`src/common/lsu_pkg.sv`:
```
package lsu_pkg;

    ////////////////////
    // data path widths
    ////////////////////

    // one machine word
    localparam int XLEN = 32;

    ////////////////////
    // access size code
    ////////////////////

    // matches the low two funct3 bits of the load/store opcodes
    typedef enum logic [1:0] {
        // lb, lbu, sb
        SIZE_BYTE = 2'd0,
        // lh, lhu, sh
        SIZE_HALF = 2'd1,
        // lw, sw
        SIZE_WORD = 2'd2,
        // never issued by the core
        SIZE_RSVD = 2'd3
    } access_size_t;

    ////////////////////
    // memory word views
    ////////////////////

    // same 32 bits seen two ways
    // bytes[0] is the lowest lane, little endian
    // halves[0] covers lanes 0-1, halves[1] lanes 2-3
    typedef union packed {
        // per-lane view, one entry per byte enable
        logic [XLEN/8-1:0][7:0] bytes;
        // halfword view for lh/lhu/sh
        logic [XLEN/16-1:0][15:0] halves;
    } mem_word_t;

endpackage

```
`src/common/mem_access_if.sv`:
```
`timescale 1ns/1ps

// decoded access, all levels, valid in the request cycle
interface mem_access_if #(
    parameter int ADDR_WIDTH = 10
);
    import lsu_pkg::*;

    // word address inside the memory
    logic [ADDR_WIDTH-1:0] word_index;
    // low two address bits
    logic [1:0] byte_lane;
    // access size as requested
    access_size_t size;
    // per-byte write enables, already qualified by we
    logic [XLEN/8-1:0] byte_en;
    // store data moved into its lanes
    mem_word_t wdata_lanes;
    // halfword or word not on its natural boundary
    logic misaligned;

    // decoder produces everything
    modport decoder (
        output word_index,
        output byte_lane,
        output size,
        output byte_en,
        output wdata_lanes,
        output misaligned
    );

    // ram only needs the write side and the index
    modport ram (
        input word_index,
        input byte_en,
        input wdata_lanes
    );

    // load extender picks and extends the read word
    modport extender (
        input byte_lane,
        input size,
        input misaligned
    );

endinterface

```
`src/lsu/lsu_load_extend.sv`:
```
`timescale 1ns/1ps

module lsu_load_extend (
    mem_access_if.extender           acc,
    input  logic [lsu_pkg::XLEN-1:0] rdata,
    input  logic                     sign,
    input  logic                     re,
    output logic [lsu_pkg::XLEN-1:0] load_data
);
    import lsu_pkg::*;

    mem_word_t       rword;
    logic [7:0]      pick_byte;
    logic [15:0]     pick_half;
    logic [XLEN-1:0] extended;

    // read word viewed as lanes or halves
    assign rword = rdata;

    ////////////////////
    // lane select
    ////////////////////

    // byte at its lane, halfword by the upper lane bit
    assign pick_byte = rword.bytes[acc.byte_lane];
    assign pick_half = rword.halves[acc.byte_lane[1]];

    ////////////////////
    // sign / zero ext
    ////////////////////

    always_comb
    begin
        case (acc.size)
            // lb / lbu
            SIZE_BYTE: extended = {{(XLEN-8){sign & pick_byte[7]}}, pick_byte};
            // lh / lhu, truly sign extended
            SIZE_HALF: extended = {{(XLEN-16){sign & pick_half[15]}}, pick_half};
            // lw passes straight through
            SIZE_WORD: extended = rword;
            default:   extended = '0;
        endcase
    end

    // nothing leaks out without a read, misaligned reads give zero
    assign load_data = (re && !acc.misaligned) ? extended : '0;

endmodule

```
`src/flat_wrapper.sv`:
```
// flat-port wrapper written by rule: the top's interface ports become plain ports
module lsu_load_extend_flat import lsu_pkg::*;
  (rdata, sign, re, load_data, acc_byte_lane, acc_size, acc_misaligned);
  mem_access_if acc_i ();
  input  logic [lsu_pkg::XLEN-1:0] rdata;
  input  logic sign;
  input  logic re;
  output logic [lsu_pkg::XLEN-1:0] load_data;
  input wire logic [$bits(acc_i.byte_lane)-1:0] acc_byte_lane;
  input wire logic [$bits(acc_i.size)-1:0] acc_size;
  input wire logic [$bits(acc_i.misaligned)-1:0] acc_misaligned;
  assign acc_i.byte_lane = acc_byte_lane;
  assign acc_i.size = acc_size;
  assign acc_i.misaligned = acc_misaligned;
  lsu_load_extend u_core (.acc(acc_i), .rdata(rdata), .sign(sign), .re(re), .load_data(load_data));
endmodule
```
`config.mk`:
```
export PLATFORM = sky130hd
export DESIGN_NAME = lsu_load_extend_flat
export DESIGN_NICKNAME = d
export VERILOG_FILES = /design/src/common/lsu_pkg.sv /design/src/common/mem_access_if.sv /design/src/lsu/lsu_load_extend.sv /design/src/flat_wrapper.sv
export SDC_FILE = /design/constraint.sdc
export NUM_CORES = 1
export LEC_CHECK = 0
export ABC_AREA = 1
export BUFFER_PORTS_ARGS = -buffer_cell sky130_fd_sc_hd__buf_2
export CAP_MARGIN = 30
export CORE_MARGIN = 2
export CORE_UTILIZATION = 44
export DETAILED_ROUTE_END_ITERATION = 7
export GPL_ROUTABILITY_DRIVEN = 0
export GPL_TIMING_DRIVEN = 0
export PLACE_DENSITY = 0.85
export SYNTH_ARGS = -nofsm -noshare
export SYNTH_HDL_FRONTEND = slang
export SYNTH_SLANG_ARGS = --single-unit
```
`constraint.sdc`:
```
create_clock -name vclk -period 2
set_input_delay 0.5 -clock vclk [all_inputs]
set_output_delay 0.5 -clock vclk [all_outputs]
set_load 0.03 [all_outputs]
```
==> results.json, run 1 <==
{
  "error": "[ERROR DPL-0038] Utilization greater than 100%, impossible to legalize",
  "result_of_the_run": "stopped before the end",
  "share_of_synthesized_area_occupied_by_flip_flops_and_latches_pct": 0,
  "lastStage": "5_1_grt",
  "num_io_pins": 71,
  "synthDistinctLibCells": 17,
  "portBuffers": 70,
  "post_synth_inst_count": 208,
  "post_synth_most_frequent_cells": "sky130_fd_sc_hd__nand2_1, sky130_fd_sc_hd__inv_1, sky130_fd_sc_hd__a21oi_1, sky130_fd_sc_hd__a21oi_2",
  "avgSynthCellArea_um2": 4.79,
  "placement_setup_slack_ns": -0.492,
  "dp_hpwl_um": 2630,
  "yosys_warnings": 0,
  "yosys.cell_count.top_type": "sky130_fd_sc_hd__nand2_1",
  "chipHeight_um": 51.6,
  "worstEndpointGrtRepair": "load_data[23]",
  "worst_end_pin_type": "primary output",
  "grt_max_degree": 11,
  "fp-row-count": 17,
  "cts_hold_buf": 0,
  "synth_largest_type_area_fraction_pct": 33.2,
  "post_synth_main_area_contributors": "sky130_fd_sc_hd__nand2_1, sky130_fd_sc_hd__inv_1, sky130_fd_sc_hd__a21oi_2",
  "netlist.top_cell.by_area": "sky130_fd_sc_hd__nand2_1",
  "syn_nets": 247,
  "synth_area_um2": 996,
  "die-width_um": 51.6,
  "initial_utilization_pct": 45.9
}
## cell families after synthesis
logic type / after synthesis / share of synthesized area (%)
compound gates: 46 / 28.4
buf+inv: 49 / 23.0
simple gates: 113 / 48.6
## repair_timing
item / 4_1_cts
buffers inserted: 11
gates cloned: 1
gates resized for setup: 91
setup endpoints to repair: 32
pin swaps: 6
## stage by stage
| stage | area (um^2) | utilization [%] | std cells |
|---|---|---|---|
| 2_1_floorplan | 1120 | - | 208 |
| 3_5_place_dp | 1500 | 69.3 | 306 |
| 4_1_cts | 1870 | 86.4 | 318 |
| 3_3_place_gp | 1500 | 69.3 | 306 |
==> run 2, diff against run 1 <==
Settings changed: CORE_AREA from default to 2 2 63 65, CORE_MARGIN 2 to default, CORE_UTILIZATION 44 to default, DIE_AREA from default to 0 0 65 67, PLACE_DENSITY 0.85 to default, PLACE_DENSITY_LB_ADDON from default to 0.15.
==> run 2 against run 1 <==
The flow now finishes, with violations (setup timing). Synthesized cell count unchanged. Area after synthesis unchanged.
==> results.json, run 2 <==
{
  "hold_path_startpoint": "rdata[21]",
  "result_of_the_run": "finished with violations",
  "drv_cap": 0,
  "violations": "setup timing",
  "placement_setup_slack_ns": -0.529,
  "detailedRoute.firstPassIterationCount": 4,
  "end_kind": "output pin",
  "clkbuf_count": 0,
  "chipHeight_um": 67,
  "fp-row-count": 22,
  "via_cell_ratio": 4.48,
  "post_synth_most_frequent_cells": "sky130_fd_sc_hd__nand2_1, sky130_fd_sc_hd__inv_1, sky130_fd_sc_hd__a21oi_1, sky130_fd_sc_hd__a21oi_2",
  "internal_power_mw": 0.190,
  "synthToLayoutAreaGrowth_pct": 119,
  "path_cells": "buf_12 > inv_8 > nand2_4 > nor2_4 > nand2_2 > nand2_4 > nand2_8 > clkbuf_16 > a21oi_4 > buf_6",
  "drc": 0,
  "synth_largest_type_area_fraction_pct": 33.2,
  "finish.net_count": 335,
  "hold-worst-slack_ns": 1.45,
  "path_common_cell": "sky130_fd_sc_hd__nand2_4",
  "dp_hpwl_um": 2880,
  "drt-initial-drc-count": 63,
  "num_vias": 1531,
  "timing.final.ws_setup_ns": -0.0776,
  "worst_path_dominant_cell_family": "buffers and inverters",
  "design.core.area_um2": 3610,
  "grt.total_usage_pct": 18.4,
  "critPathRequiredTime_ns": 1.50,
  "totalWireLength_um": 4320,
  "avgSynthCellArea_um2": 4.79,
  "hold_viol": 0,
  "yosys.cell_count.top_type": "sky130_fd_sc_hd__nand2_1",
  "power.net_switching_mw": 0.258,
  "finish.instance_area_um2": 2180,
  "power.ir.vdd_worst_mv": 0.101,
  "multi_input_area_um2": 1090,
  "combinationalPowerShare_pct": 100.0,
  "final_max_slew_viol_count": 0,
  "post_synth_main_area_contributors": "sky130_fd_sc_hd__nand2_1, sky130_fd_sc_hd__inv_1, sky130_fd_sc_hd__a21oi_2",
  "tightest_slew_ns": 0.293,
  "post_synth_inst_count": 208,
  "num_io_pins": 71,
  "critical-path-max-stage-delay_ns": 0.19,
  "grt.overflow.total": 0,
  "layout-drive-gt1-share_pct": 57.5,
  "maxSlewHeadroom_pct": 80.2,
  "grt_max_degree": 11,
  "holdPathStages": 6,
  "hp-class": "input pin to output pin",
  "setup_tns_ns": -1.01,
  "syn_nets": 247,
  "clock_power_share_pct": 0,
  "fmaxAchievable_mhz": 481,
  "antenna_found_initial": 0,
  "netlist.top_cell.by_area": "sky130_fd_sc_hd__nand2_1",
  "final.period_utilization_pct": 104,
  "critical_path_peak_fanout": 6,
  "proportion_of_total_power_due_to_net_switching_pct": 57.6,
  "power.static_leakage_nw": 1.09,
  "report.power.total_mw": 0.447,
  "period_needed_ns": 2.08,
  "power_per_cell_area_nw_per_um2": 205,
  "synth_area_um2": 996,
  "synthDistinctLibCells": 17,
  "finish.utilization_pct": 60.5,
  "regArea_um2": 0,
  "n_sequential_cell": 0,
  "detail_routed_net_length_per_standard_cell_um": 12.6,
  "power.share.sequential_pct": 0,
  "yosys_warnings": 0,
  "die_area_um2": 4360,
  "portBuffers": 70,
  "final_cell_mix": "sky130_fd_sc_hd__nand2_1, sky130_fd_sc_hd__buf_2, sky130_fd_sc_hd__buf_6, sky130_fd_sc_hd__inv_1, sky130_fd_sc_hd__a21oi_4",
  "n_fill_cell": 344,
  "share_of_synthesized_area_occupied_by_flip_flops_and_latches_pct": 0,
  "first_pass_grt_wire_length_um": 6410,
  "final-instance-count-excl-fill": 342,
  "route.antenna.remaining_nets": 0,
  "layout_commonest_cell": "sky130_fd_sc_hd__nand2_1",
  "timing.critical_path.slowest_stage_cell": "sky130_fd_sc_hd__clkbuf_16",
  "n_antenna_cell": 0,
  "worstSetupStartpointType": "input pin",
  "die-width_um": 65,
  "vias_in_the_first_global_route": 1394,
  "initial_utilization_pct": 27.6,
  "grt_setup_unrepaired": "true",
  "dpl.cell_count": 326,
  "path_buf_inv": 4,
  "placement.cell_area_um2": 1530,
  "final-setup-viol-count": 25,
  "crit_arrival_ns": 1.58,
  "worstHoldEndpoint": "load_data[21]",
  "cts_hold_buf": 0,
  "critPathKind": "input pin to output pin"
}
## run 2: cell counts after synthesis
No cell type changed its count.
## run 2: worst min-delay path, stage by stage
cell                      delay (ns)
sky130_fd_sc_hd__buf_2          0.10
sky130_fd_sc_hd__nand2_1        0.07
sky130_fd_sc_hd__nand2_2        0.05
sky130_fd_sc_hd__inv_1          0.05
sky130_fd_sc_hd__a21oi_2        0.05
sky130_fd_sc_hd__buf_6          0.13
## run 2: per-layer routing
| metal | track usage [%] | share of wire, % | vias to the layer above |
|---|---|---|---|
| li1 | - | - | 811 |
| met1 | 24.7 | 45 | 669 |
| met2 | 33.9 | 50 | 49 |
| met3 | 1.18 | 5.2 | 2 |
| met4 | 0 | 0.62 | 0 |
| met5 | 0 | 0 | - |
## run 2: how the worst max path moves through the flow
stage	end	from	slack [ns]	cells past startpoint
floorplan	load_data[10]	acc_byte_lane[1]	-0.07	5
global placement	load_data[12]	acc_misaligned	-0.58	6
detailed placement	load_data[12]	acc_misaligned	-0.53	6
CTS	load_data[24]	acc_size[0]	-0.05	10
global route	load_data[23]	acc_size[1]	-0.13	10
finish	load_data[23]	acc_size[1]	-0.08	10
## run 2: power by group through the flow
stage          clock, mW  sequential, mW  combinational, mW
2_1_floorplan          0               0              0.217
3_3_place_gp           0               0              0.316
6_report               0               0              0.447
4_1_cts                0               0              0.389
5_1_grt                0               0              0.483
3_5_place_dp           0               0              0.318
## run 2: what timing repair did
item / CTS / global route
pin swaps: 6 / 21
cloned: 1 / 2
setup endpoints to repair: 32 / 32
gates resized for setup: 90 / 67
buffers inserted: 11 / 2
## run 2: area by class of cell
type | instances | area share [%]
Buffer | 10 | 6.19
Inverter | 39 | 7.62
Multi-Input combinational cell | 159 | 49.7
Tap cell | 48 | 2.75
Timing Repair Buffer | 86 | 33.7
## run 2: cells by family after synthesis
kind of cell    after synthesis  synth area share (%)
simple gates                113                  48.6
compound gates               46                  28.4
buf+inv                      49                  23.0
(Power assumes the default switching activity.)
==> run 3, diff against run 2 <==
Settings changed: RECOVER_POWER from default to 100.
Clock period 2 ns to 2.62 ns, I/O delays scaled along.
==> run 3 against run 2 <==
The run now ends clean. Worst hold slack improved by 0.28 ns. Die area unchanged. Critical path type unchanged. Combinational power fell by 50%. Flip-flop and latch count unchanged. Critical endpoint is now load_data[14]. Cell count shrank 3.8%. Routed wire length fell by 20%. Core utilization decreased by 21 points. Count of clock-buffer cells in the layout unchanged. Highest routed layer is now met3. First-iteration DRC count fell by 29%. Sequential share of layout area stayed put. Non-clock buffer count down 13. Design area is 34% lower.
==> results.json, run 3 (synthesis gave the netlist of run 2 again) <==
{
  "clkbuf_count": 0,
  "regArea_um2": 0,
  "synthToLayoutAreaGrowth_pct": 44.0,
  "design.core.area_um2": 3610,
  "finish.utilization_pct": 39.8,
  "final_cell_mix": "sky130_fd_sc_hd__nand2_1, sky130_fd_sc_hd__buf_2, sky130_fd_sc_hd__inv_1, sky130_fd_sc_hd__clkbuf_2, sky130_fd_sc_hd__a21oi_1",
  "final-instance-count-excl-fill": 329,
  "num_io_pins": 71,
  "drv_cap": 0,
  "chipHeight_um": 67,
  "die-width_um": 65,
  "tightest_slew_ns": 0.368,
  "die_area_um2": 4360,
  "critPathKind": "input pin to output pin",
  "fp-row-count": 22,
  "report.power.total_mw": 0.225,
  "antenna_found_initial": 0,
  "totalWireLength_um": 3440,
  "hold_viol": 0,
  "vias_in_the_first_global_route": 1227,
  "end_kind": "output pin",
  "maxSlewHeadroom_pct": 75.5,
  "period_needed_ns": 2.48,
  "setup_tns_ns": 0,
  "crit_arrival_ns": 1.82,
  "cts_hold_buf": 0,
  "detailedRoute.firstPassIterationCount": 4,
  "power.static_leakage_nw": 0.882,
  "worstSetupStartpointType": "input pin",
  "grt_max_degree": 11,
  "dpl.cell_count": 326,
  "n_sequential_cell": 0,
  "drt-initial-drc-count": 45,
  "result_of_the_run": "finished clean",
  "via_cell_ratio": 4.19,
  "hp-class": "input pin to output pin",
  "route.antenna.remaining_nets": 0,
  "detail_routed_net_length_per_standard_cell_um": 10.4,
  "power_per_cell_area_nw_per_um2": 157,
  "worstHoldEndpoint": "load_data[6]",
  "layout-drive-gt1-share_pct": 37.4,
  "n_antenna_cell": 0,
  "portBuffers": 70,
  "grt_setup_unrepaired": "false",
  "initial_utilization_pct": 27.6,
  "first_pass_grt_wire_length_um": 5620,
  "final.period_utilization_pct": 94.7,
  "finish.net_count": 322,
  "critPathRequiredTime_ns": 1.97,
  "grt.overflow.total": 0,
  "dp_hpwl_um": 2800,
  "layout_commonest_cell": "sky130_fd_sc_hd__nand2_1",
  "final-setup-viol-count": 0,
  "num_vias": 1377,
  "drc": 0,
  "holdPathStages": 5,
  "final_max_slew_viol_count": 0,
  "power.ir.vdd_worst_mv": 0.0519,
  "critical_path_peak_fanout": 10,
  "fmaxAchievable_mhz": 403,
  "hold_path_startpoint": "acc_misaligned",
  "grt.total_usage_pct": 16.1
}
## run 3: cell type report
type                       instances  area (um^2)
fill                             463         2170
multi-input combinational        159          778
timing repair buffer              73          367
inverter                          39          146
buffer                            10         82.6
tap                               48         60.1
## run 3: timing repair
item | 4_1_cts | 5_1_grt
resized for setup | 1 | 3
buffers inserted | 0 | 3
setup endpoints to repair | 20 | 11
pin swaps | 0 | 1
## run 3: metal layers
layer | up-vias | global-route usage (%) | share of wire (%)
met5 | - | 0 | 0
met4 | 0 | 0 | 0
met3 | 0 | 1.69 | 6.9
met2 | 46 | 27.6 | 45
met1 | 551 | 22.9 | 48
li1 | 780 | - | -
## run 3: worst max-delay path by stage
stage,endpoint,from,cells past startpoint,slack (ns)
finish,load_data[14],acc_size[0],10,0.14
global route,load_data[14],acc_size[0],10,0.03
floorplan,load_data[12],acc_byte_lane[1],9,0.13
detailed placement,load_data[13],acc_misaligned,6,-0.14
global placement,load_data[14],acc_misaligned,6,-0.17
CTS,load_data[14],acc_misaligned,6,0.07
## run 3: per-stage QoR
step | area, um^2 | setup slack, ns | hold slack [ns]
6_report | 1430 | 0.140 | 1.73
5_1_grt | 1430 | 0.0273 | 1.77
4_1_cts | 1410 | 0.0705 | 1.74
3_5_place_dp | 1410 | -0.137 | 1.77
3_3_place_gp | 1410 | -0.165 | 1.77
2_1_floorplan | 996 | 0.132 | 1.56
## run 3: critical path, stage by stage
cell,delay [ns]
sky130_fd_sc_hd__buf_2,0.12
sky130_fd_sc_hd__inv_2,0.10
sky130_fd_sc_hd__nand2_2,0.07
sky130_fd_sc_hd__nor2_4,0.13
sky130_fd_sc_hd__nand2_2,0.05
sky130_fd_sc_hd__nand2_2,0.09
sky130_fd_sc_hd__nand2_4,0.08
sky130_fd_sc_hd__buf_6,0.15
sky130_fd_sc_hd__a21oi_1,0.14
sky130_fd_sc_hd__clkbuf_2,0.23
## run 3: report_power, final
part / switching, mW / total, mW / leakage (nW) / internal [mW]
sequential: 0 / 0 / 0 / 0
clock: 0 / 0 / 0 / 0
combinational: 0.145 / 0.225 / 0.882 / 0.0800
total: 0.145 / 0.225 / 0.882 / 0.0800
==> run 4, diff against run 3 <==
Settings changed: CELL_PAD_IN_SITES_DETAIL_PLACEMENT from default to 1, CELL_PAD_IN_SITES_GLOBAL_PLACEMENT from default to 1.
==> run 4 against run 3 <==
Critical path depth decreased by 1. Sequential share of layout area stayed put. Non-clock buffer count down 2. Critical path type unchanged. Highest routed layer unchanged.
==> results.json, run 4 (synthesis gave the netlist of run 2 again) <==
{
  "result_of_the_run": "finished clean",
  "proportion_of_total_power_due_to_net_switching_pct": 65.2,
  "power.share.sequential_pct": 0,
  "worstSetupStartpointType": "input pin",
  "power.ir.vdd_worst_mv": 0.0560,
  "drc": 0,
  "final_cell_mix": "sky130_fd_sc_hd__nand2_1, sky130_fd_sc_hd__buf_2, sky130_fd_sc_hd__inv_1, sky130_fd_sc_hd__clkbuf_2, sky130_fd_sc_hd__a21oi_1",
  "detailedRoute.firstPassIterationCount": 4,
  "die-width_um": 65,
  "num_io_pins": 71,
  "die_area_um2": 4360,
  "internal_power_mw": 0.0787,
  "antenna_found_initial": 0,
  "final-instance-count-excl-fill": 327,
  "final_max_slew_viol_count": 0,
  "num_vias": 1442,
  "first_pass_grt_wire_length_um": 6020,
  "critical_path_peak_fanout": 10,
  "via_cell_ratio": 4.41,
  "clkbuf_count": 0,
  "totalWireLength_um": 3700,
  "portBuffers": 70,
  "n_fill_cell": 558,
  "regArea_um2": 0,
  "cts_hold_buf": 0,
  "hold_path_startpoint": "acc_misaligned",
  "worstHoldEndpoint": "load_data[6]",
  "vias_in_the_first_global_route": 1347,
  "hold_viol": 0,
  "power.net_switching_mw": 0.148,
  "crit_arrival_ns": 1.86,
  "detail_routed_net_length_per_standard_cell_um": 11.3,
  "drt-initial-drc-count": 49,
  "final.period_utilization_pct": 96.0,
  "hp-class": "input pin to output pin",
  "combinationalPowerShare_pct": 100.0,
  "grt.overflow.total": 0,
  "critPathKind": "input pin to output pin",
  "clock_power_share_pct": 0,
  "critical-path-max-stage-delay_ns": 0.24,
  "period_needed_ns": 2.52,
  "n_sequential_cell": 0,
  "grt.total_usage_pct": 17.2,
  "fmaxAchievable_mhz": 397,
  "holdPathStages": 5,
  "chipHeight_um": 67,
  "power.static_leakage_nw": 0.885,
  "dpl.cell_count": 326,
  "layout-drive-gt1-share_pct": 38.0,
  "power_per_cell_area_nw_per_um2": 159,
  "route.antenna.remaining_nets": 0,
  "maxSlewHeadroom_pct": 75.5,
  "tightest_slew_ns": 0.369,
  "grt_setup_unrepaired": "false",
  "grt_max_degree": 11,
  "path_cells": "buf_2 > inv_2 > nor2_4 > nand3_4 > buf_6 > nand2_1 > inv_1 > a21oi_2 > clkbuf_2",
  "synthToLayoutAreaGrowth_pct": 42.8,
  "initial_utilization_pct": 27.6,
  "report.power.total_mw": 0.227,
  "fp-row-count": 22,
  "final-setup-viol-count": 0,
  "n_antenna_cell": 0,
  "finish.net_count": 320,
  "layout_commonest_cell": "sky130_fd_sc_hd__nand2_1",
  "end_kind": "output pin",
  "design.core.area_um2": 3610,
  "critPathRequiredTime_ns": 1.97,
  "drv_cap": 0,
  "dp_hpwl_um": 3130,
  "timing.critical_path.slowest_stage_cell": "sky130_fd_sc_hd__nor2_4"
}
run 4: repair_timing:
item,CTS,global route
gates resized for setup,1,4
endpoints found under the setup margin,20,22
pin swaps,0,1
setup buffers,0,1
run 4: critical path, delay by kind of cell:
kind	cells	cell delay [ns]
AOI/OAI and AO/OA	1	0.12
and+or+nand+nor	3	0.46
buffers and inverters	5	0.61
run 4: worst max-delay path by stage:
stage	endpoint	from	depth (start not counted)	slack [ns]
final	load_data[22]	acc_size[0]	9	0.10
after CTS	load_data[15]	acc_size[0]	10	0.05
after detailed placement	load_data[15]	acc_misaligned	6	-0.15
after floorplan	load_data[12]	acc_byte_lane[1]	9	0.13
after global routing	load_data[26]	acc_size[0]	9	0.005
after global placement	load_data[12]	acc_misaligned	6	-0.19
run 4: power groups by stage:
stage               Clock, mW  Sequential [mW]  Combinational [mW]
finish                      0                0               0.227
global route                0                0               0.254
CTS                         0                0               0.227
detailed placement          0                0               0.226
global placement            0                0               0.224
floorplan                   0                0               0.148
run 4: final cells by class:
cell class	count	area (um^2)	share of cell area, %
repair buffers	71	355	25.0
inverters	39	146	10.3
multi-input cells	159	778	54.7
plain buffers	10	82.6	5.80
well taps	48	60.1	4.22
run 4: stage by stage:
| step | setup TNS, ns | hold slack [ns] | util [%] | area (um^2) | setup WS [ns] |
|---|---|---|---|---|---|
| after floorplan | 0 | 1.56 | - | 996 | 0.132 |
| after global placement | -2.73 | 1.78 | 39.0 | 1410 | -0.191 |
| after detailed placement | -2.24 | 1.78 | 39.0 | 1410 | -0.151 |
| after CTS | 0 | 1.75 | 39.1 | 1410 | 0.0547 |
| after global routing | 0 | 1.77 | 39.5 | 1420 | 0.00521 |
| final | 0 | 1.74 | 39.5 | 1420 | 0.104 |
run 4: per-layer routing:
layer,track usage (%),share of wire [%]
met1,23.7,48
met4,0,0
met2,30.8,46
met3,1.18,5.7
met5,0,0
